File: config.mk
export PLATFORM = sky130hd
export DESIGN_NAME = ntt_bfly_pipe
export DESIGN_NICKNAME = d
export VERILOG_FILES = /design/src/verilog/ntt_pkg.sv /design/src/verilog/bfly_mult_stage.sv /design/src/verilog/mont_reduce_stage.sv /design/src/verilog/mod_addsub_stage.sv /design/src/verilog/ntt_bfly_pipe.sv
export VERILOG_INCLUDE_DIRS = /design/src /design/src/include
export SDC_FILE = /design/constraint.sdc
export NUM_CORES = 1
export LEC_CHECK = 0
export BUFFER_PORTS_ARGS = -buffer_cell sky130_fd_sc_hd__buf_2
export CAP_MARGIN = 5
export CELL_PAD_IN_SITES_DETAIL_PLACEMENT = 1
export CELL_PAD_IN_SITES_GLOBAL_PLACEMENT = 1
export CORE_UTILIZATION = 44
export CTS_CLUSTER_DIAMETER = 30
export DETAILED_ROUTE_END_ITERATION = 12
export HOLD_SLACK_MARGIN = 0.12
export PLACE_DENSITY = 0.72
export SLEW_MARGIN = 30
export SYNTH_ARGS = -nofsm -noshare
export SYNTH_HDL_FRONTEND = slang
export SYNTH_HIERARCHICAL = 1
export SYNTH_SLANG_ARGS = --single-unit
export TNS_END_PERCENT = 5
File: constraint.sdc
create_clock -name clk -period 10.75 [get_ports clk]
set_clock_uncertainty 0.15 [all_clocks]
set_input_delay 1.075 -clock clk [delete_from_list [all_inputs] [get_ports clk]]
set_output_delay 1.075 -clock clk [all_outputs]
set_load 0.05 [all_outputs]
File: src/include/ntt_cfg.svh
/*
 * constants of the NTT butterfly over q = 12289
 * Montgomery radix R = 2^16 and residue width
 */

`ifndef NTT_CFG_SVH
`define NTT_CFG_SVH

// prime modulus of the transform
`define NTT_Q           14'd12289

// -q^-1 mod 2^16, drives the Montgomery quotient
`define NTT_QINV_NEG    16'd12287

// log2 of the Montgomery radix
`define NTT_R_BITS      16

// bits per residue below q
`define NTT_COEFF_W     14

`endif

File: src/verilog/ntt_pkg.sv
/*
 * vector types shared by the butterfly pipeline stages
 */

`default_nettype none

`include "ntt_cfg.svh"

package ntt_pkg;

    // one residue modulo q
    typedef logic [`NTT_COEFF_W-1:0] coeff_t;

    // full product of two residues
    typedef logic [2*`NTT_COEFF_W-1:0] prod_t;

    // Montgomery quotient, low R bits only
    typedef logic [`NTT_R_BITS-1:0] mont_t;

    // reduced value before the last correction, below 2q
    typedef logic [`NTT_COEFF_W:0] red_t;

endpackage

`default_nettype wire

File: src/verilog/bfly_mult_stage.sv
/*
 * butterfly stage 1
 * v times twiddle into a 28-bit product, u carried alongside
 */

`timescale 1ns/10ps
`default_nettype none

module bfly_mult_stage (
    input  wire             clk,
    input  wire             rst_n,
    input  wire             in_valid,
    output logic            in_ready,
    input  ntt_pkg::coeff_t in_u,
    input  ntt_pkg::coeff_t in_v,
    input  ntt_pkg::coeff_t in_w,
    output logic            mult_valid,
    input  wire             mult_ready,
    output ntt_pkg::coeff_t mult_u,
    output ntt_pkg::prod_t  mult_prod
);

    import ntt_pkg::*;

    prod_t prod;

    // ------------------------------------------------------------------
    // multiplier
    // ------------------------------------------------------------------
    assign prod = prod_t'(in_v) * prod_t'(in_w);

    // ------------------------------------------------------------------
    // output register and handshake
    // ------------------------------------------------------------------

    // take a new item when empty or when the next stage drains us
    assign in_ready = !mult_valid || mult_ready;

    always_ff @(posedge clk or negedge rst_n) begin
        if (!rst_n) begin
            mult_valid <= 1'b0;
        end else if (in_ready) begin
            mult_valid <= in_valid;
        end
    end

    // payload only moves on a transfer
    always_ff @(posedge clk) begin
        if (in_valid && in_ready) begin
            mult_u    <= in_u;
            mult_prod <= prod;
        end
    end

endmodule

`default_nettype wire

File: src/verilog/mont_reduce_stage.sv
/*
 * butterfly stage 2
 * Montgomery reduction of v*w, t = v*w*R^-1 mod q
 */

`timescale 1ns/10ps
`default_nettype none

`include "ntt_cfg.svh"

module mont_reduce_stage (
    input  wire             clk,
    input  wire             rst_n,
    input  wire             mult_valid,
    output logic            mult_ready,
    input  ntt_pkg::coeff_t mult_u,
    input  ntt_pkg::prod_t  mult_prod,
    output logic            red_valid,
    input  wire             red_ready,
    output ntt_pkg::coeff_t red_u,
    output ntt_pkg::coeff_t red_t
);

    import ntt_pkg::*;

    mont_t                                 prod_lo;
    mont_t                                 quot;
    logic [`NTT_R_BITS+`NTT_COEFF_W:0]     prod_ext;
    logic [`NTT_R_BITS+`NTT_COEFF_W:0]     quot_ext;
    logic [`NTT_R_BITS+`NTT_COEFF_W:0]     q_ext;
    logic [`NTT_R_BITS+`NTT_COEFF_W:0]     acc;
    ntt_pkg::red_t                         red_raw;
    ntt_pkg::red_t                         red_fix;
    ntt_pkg::red_t                         q_red;
    coeff_t                                t_nxt;

    // ------------------------------------------------------------------
    // reduction datapath
    // ------------------------------------------------------------------

    // quotient m = x * (-q^-1) mod R
    assign prod_lo = mult_prod[`NTT_R_BITS-1:0];
    assign quot    = prod_lo * `NTT_QINV_NEG;

    // x + m*q is a multiple of R, below 2qR
    assign prod_ext = {{(`NTT_R_BITS-`NTT_COEFF_W+1){1'b0}}, mult_prod};
    assign quot_ext = {{(`NTT_COEFF_W+1){1'b0}}, quot};
    assign q_ext    = {{(`NTT_R_BITS+1){1'b0}}, `NTT_Q};
    assign acc      = prod_ext + quot_ext * q_ext;

    // divide by R, then one conditional subtract
    assign red_raw = acc[`NTT_R_BITS+`NTT_COEFF_W:`NTT_R_BITS];
    assign q_red   = {1'b0, `NTT_Q};
    assign red_fix = (red_raw >= q_red) ? (red_raw - q_red) : red_raw;
    assign t_nxt   = red_fix[`NTT_COEFF_W-1:0];

    // ------------------------------------------------------------------
    // output register and handshake
    // ------------------------------------------------------------------
    assign mult_ready = !red_valid || red_ready;

    always_ff @(posedge clk or negedge rst_n) begin
        if (!rst_n) begin
            red_valid <= 1'b0;
        end else if (mult_ready) begin
            red_valid <= mult_valid;
        end
    end

    always_ff @(posedge clk) begin
        if (mult_valid && mult_ready) begin
            red_u <= mult_u;
            red_t <= t_nxt;
        end
    end

endmodule

`default_nettype wire

File: src/verilog/mod_addsub_stage.sv
/*
 * butterfly stage 3
 * sum and difference of u and t, both reduced mod q
 */

`timescale 1ns/10ps
`default_nettype none

`include "ntt_cfg.svh"

module mod_addsub_stage (
    input  wire             clk,
    input  wire             rst_n,
    input  wire             red_valid,
    output logic            red_ready,
    input  ntt_pkg::coeff_t red_u,
    input  ntt_pkg::coeff_t red_t,
    output logic            out_valid,
    input  wire             out_ready,
    output ntt_pkg::coeff_t out_sum,
    output ntt_pkg::coeff_t out_diff
);

    import ntt_pkg::*;

    ntt_pkg::red_t sum_raw;
    ntt_pkg::red_t sum_red;
    ntt_pkg::red_t q_wide;
    coeff_t        sum_nxt;
    coeff_t        diff_nxt;

    // ------------------------------------------------------------------
    // modular add and subtract
    // ------------------------------------------------------------------
    assign q_wide = {1'b0, `NTT_Q};

    always_comb begin
        sum_raw = {1'b0, red_u} + {1'b0, red_t};
        if (sum_raw >= q_wide) begin
            sum_red = sum_raw - q_wide;
        end else begin
            sum_red = sum_raw;
        end
        sum_nxt = sum_red[`NTT_COEFF_W-1:0];

        // wraps back into range when t > u
        if (red_u >= red_t) begin
            diff_nxt = red_u - red_t;
        end else begin
            diff_nxt = red_u - red_t + `NTT_Q;
        end
    end

    // ------------------------------------------------------------------
    // output register, held while out_ready is low
    // ------------------------------------------------------------------
    assign red_ready = !out_valid || out_ready;

    always_ff @(posedge clk or negedge rst_n) begin
        if (!rst_n) begin
            out_valid <= 1'b0;
        end else if (red_ready) begin
            out_valid <= red_valid;
        end
    end

    always_ff @(posedge clk) begin
        if (red_valid && red_ready) begin
            out_sum  <= sum_nxt;
            out_diff <= diff_nxt;
        end
    end

endmodule

`default_nettype wire

File: src/verilog/ntt_bfly_pipe.sv
/*
 * NTT butterfly top, three-stage valid/ready pipeline
 * multiply, Montgomery reduce, modular add/subtract
 */

`timescale 1ns/10ps
`default_nettype none

module ntt_bfly_pipe (
    input  wire             clk,
    input  wire             rst_n,
    input  wire             in_valid,
    output logic            in_ready,
    input  ntt_pkg::coeff_t in_u,
    input  ntt_pkg::coeff_t in_v,
    input  ntt_pkg::coeff_t in_w,
    output logic            out_valid,
    input  wire             out_ready,
    output ntt_pkg::coeff_t out_sum,
    output ntt_pkg::coeff_t out_diff
);

    import ntt_pkg::*;

    // stage 1 to stage 2
    logic   mult_valid;
    logic   mult_ready;
    coeff_t mult_u;
    prod_t  mult_prod;

    // stage 2 to stage 3
    logic   red_valid;
    logic   red_ready;
    coeff_t red_u;
    coeff_t red_t;

    // ------------------------------------------------------------------
    // stages, ready runs back through all three
    // ------------------------------------------------------------------
    bfly_mult_stage mult_i (
        .clk        (clk),
        .rst_n      (rst_n),
        .in_valid   (in_valid),
        .in_ready   (in_ready),
        .in_u       (in_u),
        .in_v       (in_v),
        .in_w       (in_w),
        .mult_valid (mult_valid),
        .mult_ready (mult_ready),
        .mult_u     (mult_u),
        .mult_prod  (mult_prod)
    );

    mont_reduce_stage reduce_i (
        .clk        (clk),
        .rst_n      (rst_n),
        .mult_valid (mult_valid),
        .mult_ready (mult_ready),
        .mult_u     (mult_u),
        .mult_prod  (mult_prod),
        .red_valid  (red_valid),
        .red_ready  (red_ready),
        .red_u      (red_u),
        .red_t      (red_t)
    );

    mod_addsub_stage addsub_i (
        .clk        (clk),
        .rst_n      (rst_n),
        .red_valid  (red_valid),
        .red_ready  (red_ready),
        .red_u      (red_u),
        .red_t      (red_t),
        .out_valid  (out_valid),
        .out_ready  (out_ready),
        .out_sum    (out_sum),
        .out_diff   (out_diff)
    );

endmodule

`default_nettype wire

======== Word level (Yosys, flattened, before mapping) ========
Cells that the tools add are included.
W data, S select, Z words.
storage, ports and cells
  bits in registers ....................... 101
  input bits .............................. 46
  logic and storage cells ................. 33
  output and inout port bits .............. 30
cells by class
  reduce and logical (&&, ||, !) cells .... 9
  mux-type cells .......................... 3
  add/sub/neg operators ................... 6
  order comparisons ....................... 3
  multipliers ............................. 3
operators with widths
  cell                      count
  $mux W14                  3
  $add A28 B30 Y31          1
  $ge A15 B14 Y1 const B    2
  $mul A16 B14 Y30 const B  1
  $mul A14 B14 Y28          1
  $sub A14 B14 Y14 const B  2
  $mul A16 B14 Y16 const B  1
  $add A14 B14 Y15          1
  $add A14 B14 Y14 const B  1
  $ge A14 B14 Y1            1
  $sub A14 B14 Y14          1
  $logic_and A1 B1 Y1       3
  $logic_not A1 Y1          3
  $logic_or A1 B1 Y1        3

======== Longest topological paths before layout ========
  depth after elaboration ................. 5
  gate-level depth with buffers ........... 40
  depth with buffers taken out ............ 38

======== Modules after synthesis ========
Netlist, hierarchy kept.
modules (own cells, without submodules)
  module             times used  cells an instance  area each (um^2)
  bfly_mult_stage    1           841                8061.5
  mont_reduce_stage  1           777                7452.1
  mod_addsub_stage   1           355                3199.3

======== Least setup slack after synthesis ========
No wires, ideal clock.
  path kind ............................... register to register
  start ................................... register mult_i.mult_prod[2]
  end ..................................... register reduce_i.red_t[3], data pin
  data arrival time ....................... 9.179 ns
  library setup time ...................... 0.264 ns
  stages on the path, launching flop included .. 41
  path slack .............................. 1.158 ns
  period minus slack after synthesis ...... 9.592 ns
  required time ........................... 10.336 ns
  cells stage by stage .................... edfxtp_1 fa_1 inv_1 fa_1 inv_1 ha_1 ha_1 inv_1 fa_1 fa_1 inv_1 ha_1 a21boi_0 o21ai_0 a21boi_0 o21ai_0 a21boi_0 o21ai_0 [5 not listed] inv_1 fa_1 inv_1 ha_1 ha_1 ha_1 clkbuf_2 nor3_1 nor2_1 o41ai_4 nor4b_1 a2111oi_0 o211ai_1 or2_1 o41a_1 buf_6 o2111ai_2 xor2_1
on the way
  longest elaborated chain between the ends .. 5
  elaborated cells on any way between the ends .. 6
  classes of those cells .................. add/sub: 2; mul: 2; order compare: 1; mux: 1
RTL lines
  element                                                    line                     text
  start, declared                                            bfly_mult_stage.sv:20    output ntt_pkg::prod_t mult_prod
  start signal, assigned                                     bfly_mult_stage.sv:51    mult_prod <= prod;
  $mul A16 B14 Y16 (no source line)                          -
  $mul A16 B14 Y30                                           mont_reduce_stage.sv:49  assign acc = prod_ext + quot_ext * q_ext;
  $add A28 B30 Y31 (*)                                       mont_reduce_stage.sv:49
  $sub A14 B14 Y14 / $ge A15 B14 Y1 (equally long branches)  mont_reduce_stage.sv:54  assign red_fix = (red_raw >= q_red) ? (red_raw - q_red) : red_raw;
  $mux W14 (*)                                               mont_reduce_stage.sv:54
  net reduce_i.red_fix[3]                                    mont_reduce_stage.sv:33  ntt_pkg::red_t red_fix;
  end signal, assigned                                       mont_reduce_stage.sv:73  red_t <= t_nxt;
  end, declared                                              mont_reduce_stage.sv:21  output ntt_pkg::coeff_t red_t
The timed path passes the listed nets; every way through them passes the cells marked *.
A chain may end at the register's enable or synchronous reset.

======== Worst setup path after layout ========
  start ................................... register mult_i.mult_prod[5]
  end ..................................... register reduce_i.red_t[6], data pin
The elaborated chain is that of the path after synthesis.

==> qor.yml <==
io_buffer_count: 75
netlist_area_mm2: 0.0187
min_period_ns: 10.20
antenna_found_initial: 0
cp_max_fo: 10
insertion_delay_ns: 0.38
yosysUniqueCellTypes: 103
vias_per_cell: 5.38
synth_async_sr_flop_share_pct: 2.97
drt-total-wl_mm: 47.6
regArea_mm2: 0.00302
hold_buffers: 0
syn_area_per_cell_um2: 9.48
firstDrtPassIters: 4
syn_inst: 1973
clock-root-buffer: "clkbuf_16"
grt_first_pass_wirelength_mm: 78.9
fin_setup_tns_ns: 0
post_drt_wl_per_cell_um: 18.6
core_area_mm2: 0.0419
worstSetupStartpointType: "flip-flop"
ant_nets: 0
status: "complete, no violations"
grt_pass1_vias: 15000
drcViolationCount: 0
cts_made_buffers: 9
crit_path_end_kind: "flip-flop"
setup_viol: 0
critPathArrivalTime_ns: 10.17
rsz0062_at_grt: "false"
r2r_slack_ns: 0.55
clk_pin_slew_worst_paths_ns: 0.08
fmax_mhz: 98.1
gp_congestion: 0.878
synth_edf_count: 98
antenna_cells: 0
grt_max_degree: 43
synth_warnings: 6
ioPinCount: 76
yosys_register_bits: 101
hp-class: "reg -> reg"
cp.required_ns: 10.72
ctsLongestPathBuffers: 2
start_util_pct: 44.6
drtIter0Drc: 567
rr_startpoint: "mult_i/mult_prod[5]"
hold_viol_final: 0
slew-limit-headroom_pct: 48.3
htreeDepth: 3
ys.flop_type: "edfxtp_1"
num_rows: 75
worst_slack_ns: 0.553
num_vias: 13800
nets: 2582
cp_slowest_stage_delay_ns: 0.64
area_growth_pct: 6.53
multi_input_area_mm2: 0.0140
ys_seq_area_share_pct: 16.1
min-delay-start: "mult_i/mult_u[7]"
crit_type: "reg -> reg"
gr-usage-all-layers_pct: 22.8
dp_hpwl_mm: 40.8
drv_cap: 0
die_x_um: 208
whs_ns: 0.272
slowest_stage: "fa_1"
cts.sink_count: 101
syn_nets: 2534
crit_path_start: "mult_i/mult_prod[5]"
chipHeight_um: 208
tightestPinTransition_ns: 0.763
gr-total-overflow: 0
dieArea_mm2: 0.0434
maxSlewViolCount: 0
post-place-ws_ns: -0.0234
drive_gt1_share_pct: 8.39
fillerInstances: 4737
cts_tree: "built"
fin_crit_sh_pct: 94.9
## per-layer routing
layer | GRT usage (%) | up-vias | share of wire, %
met1 | 30.8 | 7018 | 47
met2 | 39.8 | 177 | 49
met5 | 0 | - | 0
li1 | - | 6556 | -
met4 | 4.85 | 0 | 1.5
met3 | 2.07 | 40 | 2.7
## cells by family (layout without fill, tap and decap cells)
group	after synthesis	count (layout)	synth area share, %
and+or+nand+nor	496	496	14.1
adders and majority gates	515	515	43.3
muxes	2	2	0.114
buffers and inverters	452	505	9.39
xor gates and xnor gates	125	125	6.05
AOI/OAI and AO/OA	282	282	10.9
DFF	101	101	16.1
## cells in the mapped netlist, types with 4 or more instances
cell type  number  share of area (%)
o21ai_0        50                1.3
a21boi_0        7               0.28
nor2_1         66                1.3
o21ai_1        11               0.29
o21bai_1       15               0.60
o211ai_1        5               0.20
or4_1           4               0.16
o31ai_1         4               0.16
a21o_1         20               0.80
nand3_1        20               0.53
o21a_1         10               0.40
or3_1           6               0.20
edfxtp_1       98                 16
nor3b_1         7               0.28
and3_1         14               0.47
clkbuf_1       37               0.74
ha_1          293                 20
and4_1          4               0.19
buf_6           5               0.30
nor4_1          8               0.27
nor2b_1        10               0.33
a21oi_1        70                1.9
inv_1         396                7.9
a21o_2          4               0.19
nand4_1        23               0.77
a211oi_1        8               0.32
xor2_1         20               0.94
and2_1        109                3.6
or2_2           5               0.17
buf_2           8               0.21
nand2_1       153                3.1
nand2b_1       16               0.53
o311ai_0        6               0.28
nor3_1         25               0.67
a31oi_1         8               0.27
fa_1          222                 24
a211o_1         4               0.19
xnor2_1       100                4.7
## registers in the layout, indices dropped and copies added, names as in the netlist
| register | flops |
|---|---|
| addsub_i/out_sum | 14 |
| reduce_i/red_t | 14 |
| reduce_i/red_u | 14 |
| mult_i/mult_valid | 1 |
| reduce_i/red_valid | 1 |
| addsub_i/out_valid | 1 |
| mult_i/mult_u | 14 |
| mult_i/mult_prod | 28 |
| addsub_i/out_diff | 14 |
## what timing repair did
action / 4_1_cts / 5_1_grt
gates resized for setup: 0 / 9
setup endpoints to repair: 0 / 14
hold endpoints to repair: 0 / 0
setup buffers: 0 / 11
## area by class of cell
| class | count | share of cell area, % |
|---|---|---|
| Sequential cell | 101 | 15.1 |
| Multi-Input combinational cell | 1420 | 70.1 |
| Clock inverter | 7 | 0.289 |
| Inverter | 397 | 7.48 |
| Timing Repair Buffer | 92 | 2.52 |
| Tap cell | 539 | 3.38 |
| Clock buffer | 9 | 1.13 |
## path summary, 6_finish.rpt
| check | end | cells past startpoint |
|---|---|---|
| setup / recovery | reduce_i/red_t[6] | 34 |
| hold / removal | reduce_i/red_u[7] | 0 |
| setup reg to reg | reduce_i/red_t[6] | 34 |
| hold reg to reg | reduce_i/red_u[7] | 0 |
| max in group asynchronous | reduce_i/red_valid | 1 |
| min in group asynchronous | mult_i/mult_valid | 1 |
## critical path: cells and delay by family, from the launching register on
family	cells	cell delay [ns]
DFF	1	0.46
and+or+nand+nor	4	0.71
xor gates and xnor gates	2	0.38
AOI/OAI and AO/OA	8	2.17
adders and majority gates	14	5.67
buffers and inverters	6	0.39
## cell usage in the layout, fill, tap and decap left out, types with 16 or more instances in the layout
| cell | n |
|---|---|
| nand2b_1 | 16 |
| nand2_1 | 153 |
| fa_1 | 222 |
| nand3_1 | 20 |
| xor2_1 | 20 |
| buf_4 | 17 |
| nor2_1 | 66 |
| o21ai_0 | 48 |
| and2_1 | 107 |
| inv_1 | 396 |
| nand4_1 | 23 |
| a21o_1 | 20 |
| a21oi_1 | 70 |
| edfxtp_1 | 98 |
| nor3_1 | 24 |
| xnor2_1 | 99 |
| ha_1 | 292 |
| buf_2 | 75 |
## per-stage QoR
stage	cells	area [µm²]	utilization (%)
after floorplan	1973	18700	-
after global placement	2538	19500	46.6
after detailed placement	2538	19500	46.6
after CTS	2554	19800	47.3
after global routing	2565	19900	47.5
final	2565	19900	47.5
Power is left out: the tool's default activity adds up to more than one toggle a clock period on the data nets, which glitch-free logic cannot reach.
